$ cat src/periph_pkg.sv
//==========================================================================
// Shared types and address map for the peripheral subsystem
// Imported by the bus FSM, the peripherals, the top level and the testbench
//==========================================================================
`default_nettype none

package periph_pkg;

    localparam int num_slots = 16;
    localparam int num_pins  = 8;

    // Core size code, same encoding as the TinyQV data_read_n / data_write_n
    typedef enum logic [1:0] {
        size_byte = 2'b00,
        size_half = 2'b01,
        size_word = 2'b10,
        size_none = 2'b11
    } access_size_e;

    typedef struct packed {
        logic [10:0]  address;
        logic [31:0]  wdata;
        access_size_e write_size;
        access_size_e read_size;
    } bus_req_t;

    typedef enum logic [1:0] {
        st_idle,
        st_hold,
        st_wait_done
    } bus_state_e;

    typedef struct packed {
        logic [6:0] reserved;
        logic       timer_irq;
    } irq_t;

    // Output source code for one uo_out pin
    typedef struct packed {
        logic       byte_sel;
        logic [3:0] slot;
    } func_sel_t;

    // Word slots sit at address bits 9..6, byte slots at 7..4 with bit 10 set
    localparam logic [3:0] slot_edge  = 4'd0;
    localparam logic [3:0] slot_gpio  = 4'd1;
    localparam logic [3:0] slot_timer = 4'd2;

    localparam logic [5:0] gpio_out_off    = 6'h00;
    localparam logic [5:0] gpio_in_off     = 6'h04;
    localparam logic [5:0] gpio_sel_base   = 6'h20;
    localparam int         gpio_sel_stride = 4;

    localparam logic [5:0] tmr_count_off = 6'h00;
    localparam logic [5:0] tmr_cmp_off   = 6'h04;
    localparam logic [5:0] tmr_ctrl_off  = 6'h08;
    localparam logic [5:0] tmr_stat_off  = 6'h0C;

    localparam logic [3:0] edge_sel_off = 4'h0;
    localparam logic [3:0] edge_cnt_off = 4'h1;

    localparam func_sel_t sel_gpio  = '{byte_sel: 1'b0, slot: slot_gpio};
    localparam func_sel_t sel_timer = '{byte_sel: 1'b0, slot: slot_timer};

    // Pin 0 carries the timer match output, the rest are plain GPIO
    localparam func_sel_t [num_pins-1:0] sel_reset_default =
        {{(num_pins - 1){sel_gpio}}, sel_timer};

endpackage

`default_nettype wire
$ cat src/periph_subsystem.sv
//==========================================================================
// Peripheral subsystem top with address decode, request gating and read mux
// Connects the core bus to the GPIO, timer and edge counter through the FSM
//==========================================================================
`default_nettype none

module periph_subsystem (
    input  wire                      clk,
    input  wire                      rst_n,
    input  wire periph_pkg::bus_req_t req,
    input  wire                      read_complete,
    input  wire  [7:0]               ui_in,
    output logic [31:0]              data_out,
    output logic                     data_ready,
    output logic [7:0]               uo_out,
    output periph_pkg::irq_t         irq
);
    import periph_pkg::*;

    logic                       read_req;
    logic                       write_req;
    logic                       rd_gate;
    access_size_e               rd_size_peri;
    logic                       is_byte;
    logic [3:0]                 word_slot;
    logic [3:0]                 byte_slot;
    logic [num_slots-1:0]       word_sel;
    logic [num_slots-1:0]       byte_sel;
    logic [31:0]                peri_data;
    logic                       peri_ready;
    logic [num_slots-1:0][31:0] word_rdata;
    logic [num_slots-1:0]       word_ready;
    logic [num_slots-1:0][7:0]  byte_rdata;
    logic [num_slots-1:0][7:0]  src_word;
    logic [num_slots-1:0][7:0]  src_byte;
    bus_req_t                   gpio_req;
    bus_req_t                   timer_req;
    logic [31:0]                gpio_rdata;
    logic [31:0]                timer_rdata;
    logic [7:0]                 timer_uo;
    logic                       timer_irq;
    logic [7:0]                 edge_rdata;
    logic [7:0]                 edge_uo;

    // Unselected peripherals see no access at all
    function automatic bus_req_t gate_req(
        input bus_req_t     r,
        input access_size_e rd_size,
        input logic         sel
    );
        bus_req_t g;
        g = r;
        g.read_size  = sel ? rd_size : size_none;
        g.write_size = sel ? r.write_size : size_none;
        return g;
    endfunction

    assign read_req  = (req.read_size != size_none);
    assign write_req = (req.write_size != size_none);
    assign is_byte   = req.address[10];
    assign word_slot = req.address[9:6];
    assign byte_slot = req.address[7:4];

    // Hide the read from peripherals while the FSM holds the result
    assign rd_size_peri = rd_gate ? size_none : req.read_size;

    always_comb begin
        word_sel = '0;
        byte_sel = '0;
        if (is_byte) begin
            byte_sel[byte_slot] = 1'b1;
        end else begin
            word_sel[word_slot] = 1'b1;
        end
    end

    assign gpio_req  = gate_req(req, rd_size_peri, word_sel[slot_gpio]);
    assign timer_req = gate_req(req, rd_size_peri, word_sel[slot_timer]);

    // Slot tables, empty slots read zero and answer at once
    always_comb begin
        word_rdata = '0;
        word_ready = '1;
        byte_rdata = '0;
        src_word   = '0;
        src_byte   = '0;
        word_rdata[slot_gpio]  = gpio_rdata;
        word_rdata[slot_timer] = timer_rdata;
        src_word[slot_timer]   = timer_uo;
        byte_rdata[slot_edge]  = edge_rdata;
        src_byte[slot_edge]    = edge_uo;
    end

    always_comb begin
        if (is_byte) begin
            peri_data  = {24'h0, byte_rdata[byte_slot]};
            peri_ready = 1'b1;
        end else begin
            peri_data  = word_rdata[word_slot];
            peri_ready = word_ready[word_slot];
        end
    end

    periph_bus_fsm u_bus_fsm (
        .clk           (clk),
        .rst_n         (rst_n),
        .read_req      (read_req),
        .write_req     (write_req),
        .peri_data     (peri_data),
        .peri_ready    (peri_ready),
        .read_complete (read_complete),
        .data_out      (data_out),
        .data_ready    (data_ready),
        .rd_gate       (rd_gate)
    );

    periph_gpio u_gpio (
        .clk      (clk),
        .rst_n    (rst_n),
        .req      (gpio_req),
        .ui_in    (ui_in),
        .src_word (src_word),
        .src_byte (src_byte),
        .rdata    (gpio_rdata),
        .uo_out   (uo_out)
    );

    periph_timer u_timer (
        .clk    (clk),
        .rst_n  (rst_n),
        .req    (timer_req),
        .rdata  (timer_rdata),
        .uo_out (timer_uo),
        .irq    (timer_irq)
    );

    periph_edge_counter u_edge_counter (
        .clk        (clk),
        .rst_n      (rst_n),
        .ui_in      (ui_in),
        .address    (req.address[3:0]),
        .data_write (write_req && byte_sel[slot_edge]),
        .data_in    (req.wdata[7:0]),
        .data_out   (edge_rdata),
        .uo_out     (edge_uo)
    );

    always_comb begin
        irq           = '0;
        irq.timer_irq = timer_irq;
    end

endmodule

`default_nettype wire

$ cat src/periph_edge_counter.sv
//==========================================================================
// Byte peripheral counting rising edges on one selectable input pin
// Offset 0 picks the pin, offset 1 reads the count and clears it on write
//==========================================================================
`default_nettype none

module periph_edge_counter (
    input  wire        clk,
    input  wire        rst_n,
    input  wire  [7:0] ui_in,
    input  wire  [3:0] address,
    input  wire        data_write,
    input  wire  [7:0] data_in,
    output logic [7:0] data_out,
    output logic [7:0] uo_out
);
    import periph_pkg::*;

    logic [2:0] pin_sel;
    logic [7:0] edge_count;
    logic       pin_sync;
    logic       pin_prev;
    logic       rise;

    assign rise = pin_sync && !pin_prev;

    // Sync stage plus the previous value for edge detection
    always_ff @(posedge clk) begin
        if (!rst_n) begin
            pin_sync <= 1'b0;
            pin_prev <= 1'b0;
        end else begin
            pin_sync <= ui_in[pin_sel];
            pin_prev <= pin_sync;
        end
    end

    always_ff @(posedge clk) begin
        if (!rst_n) begin
            pin_sel    <= '0;
            edge_count <= '0;
        end else begin
            if (data_write && address == edge_sel_off) begin
                pin_sel <= data_in[2:0];
            end
            if (data_write && address == edge_cnt_off) begin
                edge_count <= '0;
            end else if (rise) begin
                edge_count <= edge_count + 8'd1;
            end
        end
    end

    always_comb begin
        case (address)
            edge_sel_off: data_out = {5'h0, pin_sel};
            edge_cnt_off: data_out = edge_count;
            default:      data_out = '0;
        endcase
    end

    assign uo_out = edge_count;

endmodule

`default_nettype wire

$ cat src/periph_timer.sv
//==========================================================================
// Compare timer word peripheral with auto-reload and match interrupt
// Match output toggles uo_out bit 0, status bit 0 is write one to clear
//==========================================================================
`default_nettype none

module periph_timer (
    input  wire                      clk,
    input  wire                      rst_n,
    input  wire periph_pkg::bus_req_t req,
    output logic [31:0]              rdata,
    output logic [7:0]               uo_out,
    output logic                     irq
);
    import periph_pkg::*;

    logic [31:0] count;
    logic [31:0] cmp;
    logic        enable;
    logic        auto_reload;
    logic        match_flag;
    logic        match_out;
    logic        hit;
    logic [5:0]  offset;
    logic        write_en;

    // Narrow writes replace only the low bytes
    function automatic logic [31:0] merge_write(
        input logic [31:0] old,
        input logic [31:0] wdata,
        input access_size_e size
    );
        logic [31:0] result;
        case (size)
            size_byte: result = {old[31:8], wdata[7:0]};
            size_half: result = {old[31:16], wdata[15:0]};
            default:   result = wdata;
        endcase
        return result;
    endfunction

    assign offset   = req.address[5:0];
    assign write_en = (req.write_size != size_none);
    assign hit      = enable && (count == cmp);

    always_ff @(posedge clk) begin
        if (!rst_n) begin
            count       <= '0;
            cmp         <= '1;
            enable      <= 1'b0;
            auto_reload <= 1'b0;
            match_flag  <= 1'b0;
            match_out   <= 1'b0;
        end else begin
            if (hit) begin
                count      <= auto_reload ? 32'd0 : count + 32'd1;
                match_flag <= 1'b1;
                match_out  <= ~match_out;
            end else if (enable) begin
                count <= count + 32'd1;
            end
            // Bus writes override the counter update
            if (write_en) begin
                case (offset)
                    tmr_count_off: count <= merge_write(count, req.wdata, req.write_size);
                    tmr_cmp_off:   cmp <= merge_write(cmp, req.wdata, req.write_size);
                    tmr_ctrl_off: begin
                        enable      <= req.wdata[0];
                        auto_reload <= req.wdata[1];
                    end
                    tmr_stat_off: begin
                        // A new match in the same cycle wins over the clear
                        if (req.wdata[0] && !hit) begin
                            match_flag <= 1'b0;
                        end
                    end
                    default: ;
                endcase
            end
        end
    end

    always_comb begin
        rdata = '0;
        if (req.read_size != size_none) begin
            case (offset)
                tmr_count_off: rdata = count;
                tmr_cmp_off:   rdata = cmp;
                tmr_ctrl_off:  rdata = {30'h0, auto_reload, enable};
                tmr_stat_off:  rdata = {31'h0, match_flag};
                default:       rdata = '0;
            endcase
        end
    end

    assign uo_out = {7'h0, match_out};
    assign irq    = match_flag && enable;

endmodule

`default_nettype wire

$ cat src/periph_gpio.sv
//==========================================================================
// GPIO word peripheral with output register, input readback and routing
// Each uo_out pin takes its bit from the peripheral named by its select
//==========================================================================
`default_nettype none

module periph_gpio (
    input  wire                      clk,
    input  wire                      rst_n,
    input  wire periph_pkg::bus_req_t req,
    input  wire  [7:0]               ui_in,
    input  wire  [15:0][7:0]         src_word,
    input  wire  [15:0][7:0]         src_byte,
    output logic [31:0]              rdata,
    output logic [7:0]               uo_out
);
    import periph_pkg::*;

    logic [7:0]                 gpio_out;
    func_sel_t [num_pins-1:0]   sel_q;
    logic [5:0]                 offset;
    logic                       write_en;
    logic                       read_en;

    function automatic logic [5:0] sel_offset(input int pin);
        return 6'(gpio_sel_base + pin * gpio_sel_stride);
    endfunction

    assign offset   = req.address[5:0];
    assign write_en = (req.write_size != size_none);
    assign read_en  = (req.read_size != size_none);

    always_ff @(posedge clk) begin
        if (!rst_n) begin
            gpio_out <= '0;
        end else if (write_en && offset == gpio_out_off) begin
            gpio_out <= req.wdata[7:0];
        end
    end

    always_ff @(posedge clk) begin
        if (!rst_n) begin
            sel_q <= sel_reset_default;
        end else if (write_en) begin
            for (int i = 0; i < num_pins; i++) begin
                if (offset == sel_offset(i)) begin
                    sel_q[i] <= req.wdata[4:0];
                end
            end
        end
    end

    // Register readback, zero for unmapped offsets
    always_comb begin
        rdata = '0;
        if (read_en) begin
            if (offset == gpio_out_off) begin
                rdata = {24'h0, gpio_out};
            end else if (offset == gpio_in_off) begin
                rdata = {24'h0, ui_in};
            end
            for (int i = 0; i < num_pins; i++) begin
                if (offset == sel_offset(i)) begin
                    rdata = {27'h0, sel_q[i]};
                end
            end
        end
    end

    // Output routing, bit i of the chosen source drives pin i
    always_comb begin
        for (int i = 0; i < num_pins; i++) begin
            if (sel_q[i].byte_sel) begin
                uo_out[i] = src_byte[sel_q[i].slot][i];
            end else if (sel_q[i].slot == slot_gpio) begin
                uo_out[i] = gpio_out[i];
            end else begin
                uo_out[i] = src_word[sel_q[i].slot][i];
            end
        end
    end

endmodule

`default_nettype wire

$ cat src/periph_bus_fsm.sv
//==========================================================================
// Read handshake FSM between the core and the peripheral read data mux
// Captures read data once, then holds it until the core signals completion
//==========================================================================
`default_nettype none

module periph_bus_fsm (
    input  wire         clk,
    input  wire         rst_n,
    input  wire         read_req,
    input  wire         write_req,
    input  wire  [31:0] peri_data,
    input  wire         peri_ready,
    input  wire         read_complete,
    output logic [31:0] data_out,
    output logic        data_ready,
    output logic        rd_gate
);
    import periph_pkg::*;

    bus_state_e  state;
    bus_state_e  state_next;
    logic [31:0] data_q;
    logic        capture;

    // Take the peripheral data on the first cycle a read is seen
    assign capture = (state == st_idle) && read_req && peri_ready;

    always_comb begin
        state_next = state;
        case (state)
            st_idle: begin
                if (capture) begin
                    state_next = st_hold;
                end
            end
            st_hold: begin
                // Completion normally arrives in st_wait_done
                if (read_complete) begin
                    state_next = st_idle;
                end else begin
                    state_next = st_wait_done;
                end
            end
            st_wait_done: begin
                if (read_complete) begin
                    state_next = st_idle;
                end
            end
            default: begin
                state_next = st_idle;
            end
        endcase
    end

    always_ff @(posedge clk) begin
        if (!rst_n) begin
            state <= st_idle;
        end else begin
            state <= state_next;
        end
    end

    always_ff @(posedge clk) begin
        if (capture) begin
            data_q <= peri_data;
        end
    end

    assign data_out = data_q;

    // Writes are acknowledged in the cycle they are presented
    assign data_ready = (state == st_hold) || write_req;

    // Peripherals see the read only while idle
    assign rd_gate = (state != st_idle);

endmodule

`default_nettype wire

$ cat config.mk
export PLATFORM = sky130hd
export DESIGN_NAME = periph_subsystem
export DESIGN_NICKNAME = d
export VERILOG_FILES = /design/src/periph_pkg.sv /design/src/periph_subsystem.sv /design/src/periph_edge_counter.sv /design/src/periph_timer.sv /design/src/periph_gpio.sv /design/src/periph_bus_fsm.sv
export SDC_FILE = /design/constraint.sdc
export NUM_CORES = 1
export LEC_CHECK = 0
export BUFFER_PORTS_ARGS = -buffer_cell sky130_fd_sc_hd__buf_4
export CAP_MARGIN = 20
export CORE_MARGIN = 1.5
export CORE_UTILIZATION = 53
export DETAILED_ROUTE_END_ITERATION = 10
export PLACE_DENSITY = 0.78
export SYNTH_ARGS = -nofsm -noshare
export SYNTH_HDL_FRONTEND = slang
export SYNTH_SLANG_ARGS = --single-unit
$ cat constraint.sdc
create_clock -name clk -period 4.9 [get_ports clk]
set_input_delay 0.735 -clock clk [delete_from_list [all_inputs] [get_ports clk]]
set_output_delay 0.735 -clock clk [all_outputs]
set_load 0.01 [all_outputs]
; ---- After elaboration in Yosys (flattened, before gate mapping)
; Memories as Yosys holds them, arrays and structs flattened.
; Cells that the tools add are included.
[totals]
output_inout_bits = 49
regBits = 163
wordCells = 219
romBits = 16
n_memories = 1
[mem_list]
columns = name, depth, word_bits, read_ports, rd_ports_with_merged_regs, wr, line
row1 = (no name shown), 16, 1, 1, 0, 0, periph_subsystem.sv:100  ; peri_ready = word_ready[word_slot];
[op_classes]
order_cmp = 13
n_reduce_logical = 35
bitwise = 4
addsub = 2
muxes = 96
n_eq_ne = 34
[ops]
columns = operator, count
row1 = 8-bit binary-select mux with 4-bit select, 17
row2 = 32-bit 2-to-1 mux, 17
row3 = 32-bit binary-select mux with 4-bit select, 1
row4 = 32-bit one-hot mux with 4 select lines, 1
row5 = 32-bit one-hot mux with 2 select lines, 1
row6 = 4-bit by 5-bit less-than comparator with 1-bit output (second input constant), 10
row7 = 6-bit equality test (second input constant), 8
row8 = 8-bit 2-to-1 mux, 5
row9 = 4-bit by 1-bit equality test with 1-bit output (second input constant), 9
row10 = 32-bit by 1-bit adder with 32-bit output (second input constant), 1
row11 = 32-bit equality test, 1
row12 = 1-bit 2-to-1 mux, 28
row13 = 2-bit AND reduction, 12
row14 = 2-bit 2-to-1 mux, 10
row15 = 8-bit one-hot mux with 2 select lines, 1
row16 = 7-bit 2-to-1 mux, 2
row17 = 2-bit inequality test (second input constant), 7
row18 = 6-bit by 4-bit equality test with 1-bit output (second input constant), 2
row19 = 1-bit logical AND, 12
row20 = 6-bit 2-to-1 mux, 2
row21 = 5-bit 2-to-1 mux, 2
row22 = 3-bit 2-to-1 mux, 3
row23 = 8-bit by 1-bit adder with 8-bit output (second input constant), 1
row24 = 1-bit demux with 4-bit select, 2
row25 = 20 further kinds, 29

; ---- Longest topological paths before layout
[depth]
depth_word = 15
mapped_depth = 11

; ---- Cells and area by module
; A second synthesis with hierarchy kept.
[unflattened]
cells_unflattened = 1276
hier_area_um2 = 11967.7
[modules_own_cells]
columns = mod, n_inst, cells_each, area_each_um2
row1 = periph_gpio, 1, 482, 5112.4
row2 = periph_timer, 1, 595, 4458.0
row3 = periph_bus_fsm, 1, 42, 1056.0
row4 = periph_edge_counter, 1, 78, 701.9
row5 = periph_subsystem, 1, 79, 639.4

; ---- Least setup slack after synthesis
; OpenSTA, ideal clock, no wires.
[synth_timing]
path_kind = input to register
startpoint = in req[1] (netlist name)
endpoint = reg u_bus_fsm.data_q[12], in the netlist u_bus_fsm.data_out[12], data pin
setup_slack_ps = 250
t_arrival_ps = 4510
path_buffers = 1
cell_stages = 4
required_time_ps = 4760
path_cell_list = a211oi_1 nand4_1 clkbuf_1 nor2_1
[synth_via]
elab_chain_cells = 6
word_cells_on_any_way = 9
cone_classes = 2 x eq/ne / 7 x mux
[synth_lines]
columns = item, line
row1 = from (decl), periph_subsystem.sv:10  ; input wire periph_pkg::bus_req_t req,
row2 = 2-bit 2-to-1 mux (*), periph_subsystem.sv:65  ; assign rd_size_peri = rd_gate ? size_none : req.read_size;
row3 = 2-bit 2-to-1 mux, periph_subsystem.sv:53  ; g.read_size = sel ? rd_size : size_none;
row4 = 2-bit inequality test (on tied branches), "periph_gpio.sv:31, periph_timer.sv:85"
row5 = 32-bit 2-to-1 mux (on tied branches), "periph_gpio.sv:56, periph_timer.sv:85"
row6 = 32-bit binary-select mux with 4-bit select (*), periph_subsystem.sv:99  ; peri_data = word_rdata[word_slot];
row7 = 32-bit 2-to-1 mux (not written as such) (*), periph_subsystem.sv:99
row8 = to (signal assigned), periph_bus_fsm.sv:66  ; data_q <= peri_data;
row9 = to (decl), periph_bus_fsm.sv:23  ; logic [31:0] data_q;
; Every way passes the cells marked *; elsewhere a longest branch is shown, timed or not. The select of a mux whose other input is x is not followed.
; A chain may end at the register's enable or synchronous reset.

; ---- Final worst setup path
[layout_timing]
startpoint = in req[37] (netlist name)
endpoint = reg u_timer.cmp[22]
[layout_via]
elab_chain_cells = 2
[layout_lines]
columns = item, line
row1 = 6-bit by 3-bit equality test with 1-bit output, periph_timer.sv:64  ; case (offset)
row2 = 4-bit AND reduction (no line), -
row3 = to (signal assigned), periph_timer.sv:66  ; tmr_cmp_off: cmp <= merge_write(cmp, req.wdata, req.write_size);
row4 = to (decl), periph_timer.sv:18  ; logic [31:0] cmp;
; Every way passes these cells.

==> run_results.csv <==
group,metric,value,unit
die,num_io_pins,107,
sta,drv_slew,0,
critical_path,reg2reg_from,"u_timer.count[14]$_SDFFE_PN0P_",
critical_path,worst_ep_required_time,5.16,ns
drt,drc,0,
critical_path,crit_path_start,"req[37]",
drt,wl,26300,um
final_layout,postLayoutCellArea,0.0100,mm2
critical_path,crit_type,"input pin to flip-flop",
clock_tree,cts-htree-levels,4,
critical_path,cp_slowest_cell,"or4_1",
yosys,synth_seq_cells,163,
sta,min_period,3.15,ns
yosys,synthCells,1047,
die,die_area,0.0173,mm2
critical_path,crit_chain,"buf_4 -> or4_1 -> nor2_8 -> and3_1 -> nand2_1 -> nand2_1 -> nand3_1",
critical_path,cp_max_fo,37,
yosys,async_flop_share,0,
placement,postPlaceCellArea,0.00947,mm2
min_path,hold_path.startpoint,"u_edge_counter.pin_sync$_SDFF_PN0_",
outcome,status,"finished, final reports clean",
critical_path,cp_common_cell,"nand2_1",
final_layout,utilization,0.627,
power_and_ir_drop,power.density,291,mW/mm2
clock_tree,cts_max_path_buffers,2,
final_layout,filler_cell_count,1461,
clock_tree,clock-root-buffer,"clkbuf_16",
grt,antenna_found_initial,0,
final_layout,layout.cells.non_filler,1320,
clock_tree,clkTransAtPathRegs,0.06,ns
grt,grt_pass1_vias,7541,
placement,post-dp-hpwl,18300,um
die,initial_utilization,0.547,
critical_path,cp-start-kind,"input pin",
final_layout,drive_gt1_frac,0.144,
critical_path,cpPeakStageDelay,0.72,ns
grt,grtUsageTotal,0.303,
drt,vias,8308,
sta,setup_viol_count_final,0,
final_layout,nets,1151,
sta,tightest_slew,1.06,ns
min_path,whs_path_depth,1,
die,num_rows,46,
sta,tns,0,ns
min_path,min_path_type,"flip-flop to flip-flop",
die,core,0.0160,mm2
drt,detail_route.wl_per_cell,20.0,um
sta,clock_skew,0.00646,ns
critical_path,cp-end-kind,"flip-flop",
critical_path,reg2reg_depth,7,
flow_run,cap_violations,0,
clock_tree,clock-sinks,163,
power_and_ir_drop,ir_drop,0.000255,V
critical_path,crit_buf_inv,1,
final_layout,antennaDiodeCount,0,
sta,fin_crit_sh,0.644,
sta,hold_viol,0,
yosys,synthFlopType,"dfxtp_1",
grt,grt_remaining_overflow,0,
yosys,synth_area_per_cell,8.36,um2
drt,vias_per_cell,6.29,
clock_tree,post_cts_buffers,0,
power_and_ir_drop,static-leakage-power,3.56,nW
critical_path,reg2reg_slack,1.75,ns
grt,grtUsageMet1,0.437,
critical_path,arrival,3.42,ns
grt,grt_max_degree,63,
yosys,syn_area,0.00875,mm2
yosys,yosys_warnings,0,
die,die_w,132,um
grt,use_met2,0.457,
yosys,synth_cell_types,68,
final_layout,layout_commonest_cell,"nand2_1",
grt,busiest_layer,"met2",
min_path,holdPathEnd,"u_edge_counter.pin_prev$_SDFF_PN0_",
yosys,yosys-top-cells-area,"dfxtp_1 (30%), edfxtp_1 (11%), nand2_1 (6.8%)",
final_layout,final_cell_mix,"nand2_1 (159), dfxtp_1 (131), nor2_1 (114), buf_4 (108), nand3_1 (70)",
drt,drt_iter0_markers,1124,
clock_tree,post_cts_resized,0,
critical_path,cp_top_family,"simple AND/OR/NAND/NOR gates",
yosys,synth_top_area_share,0.300,
grt,grt_pass1_wl,41500,um
yosys,synth_top_cell_by_area,"dfxtp_1",
final_layout,area_growth,14.6,%
placement,routabilityCongestion,1.06,
drt,dr.pass1.iters,6,
clock_tree,cts_tree,"built",
critical_path,r2r-end,"u_timer.count[20]$_SDFFE_PN0P_",
grt,use_met3,0.0532,
sta,max_freq,0.317,GHz
drt,drtAntennaViolNets,0,
clock_tree,cts.hold.buffers_added,0,
placement,dp_cells,1288,
yosys,synth_edf_count,32,
yosys,synth_seq_area_share,0.409,
die,die_y,132,um
clock_tree,cts_buffers,17,
placement,port_buffers,99,
clock_tree,worstSkewPairLatency,0.43,ns
sta,max-slew-margin-rel,0.286,
sta,rsz0062_at_grt,"false",
[registers in the layout (all words and copies together) (netlist names)]
signal and flops:
u_timer.match_out 1, u_timer.auto_reload 1, u_gpio.gpio_out 8, u_timer.count 32
u_edge_counter.pin_sync 1, u_edge_counter.pin_prev 1, u_edge_counter.pin_sel 3, u_timer.enable 1
u_bus_fsm.state 2, u_edge_counter.uo_out 8, u_timer.cmp 32, u_bus_fsm.data_out 32
u_gpio.sel_q 40, u_timer.match_flag 1
[cell type report]
class | instances | area, um2 | share of cell area
Inverter | 13 | 48.8 | 0.00487
Clock inverter | 11 | 111 | 0.0111
Clock buffer | 21 | 450 | 0.0449
Sequential cell | 163 | 3580 | 0.357
Timing Repair Buffer | 108 | 811 | 0.0808
Tap cell | 216 | 270 | 0.0269
Multi-Input combinational cell | 788 | 4750 | 0.474
[synthesized netlist by cell type (all sizes together) (9+ instances only)]
cell	number
a22oi	35
nand4	32
and2	9
nand3	70
nor2	116
nand2	159
o21ai	45
dfxtp	131
mux2i	53
xnor2	41
a21oi	40
a31oi	17
nor3	16
nor4	16
xor2	10
o211ai	12
edfxtp	32
buf	33
inv	12
clkbuf	56
and3	14
[where the power goes]
part	switching (mW)	internal [mW]	total, mW
Sequential	0.0132	1.40	1.41
Combinational	0.132	0.0849	0.217
Clock	0.539	0.756	1.30
[worst reg2reg max path, stage by stage, from the launching register on]
cell and delay, ns:
dfxtp_1 0.36, xnor2_1 0.41, nand4_1 0.30, nor4_2 0.51
nand4_1 0.55, buf_4 0.44, o21ai_0 0.32, o21ai_0 0.15
[metrics by stage]
step | hold WS, ns | power, mW | setup slack, ns
after detailed placement | 0.445 | 1.65 | 1.32
after CTS | 0.459 | 2.92 | 1.77
after global placement | 0.434 | 1.65 | 1.41
final | 0.457 | 2.92 | 1.75
after global routing | 0.463 | 2.99 | 1.52
after floorplan | 0.427 | 1.54 | 0.250
[metal layers]
metal,part of all wire,vias to the layer above,routed length [um]
li1,-,3862,-
met3,0.095,53,2500
met2,0.44,472,11500
met5,0,-,0
met1,0.44,3921,11600
met4,0.026,0,679
[cells by family (layout without fill, tap and decap cells)]
group	count (synthesis)	after routing	synth area share
AOI/OAI and AO/OA	211	211	0.161
xor gates and xnor gates	51	51	0.0510
adders and majority gates	2	2	0.00286
buffers and inverters	102	153	0.0525
DFF	163	163	0.409
muxes	60	60	0.0760
other	1	7	0.000428
and+or+nand+nor	457	457	0.247
[how the worst max path moves through the flow]
stage / to / depth (start not counted) / slack [ns]
after floorplan: u_bus_fsm.data_out[12]$_SDFFCE_PP0P_ / 4 / 0.25
after global placement: u_timer.cmp[17]$_SDFFE_PN1P_ / 7 / 1.41
after detailed placement: u_timer.cmp[22]$_SDFFE_PN1P_ / 7 / 1.32
after CTS: u_timer.cmp[22]$_SDFFE_PN1P_ / 7 / 1.77
after global routing: u_timer.count[20]$_SDFFE_PN0P_ / 7 / 1.52
final: u_timer.cmp[22]$_SDFFE_PN1P_ / 7 / 1.75
Note: power is estimated with default switching activity, not from simulation.
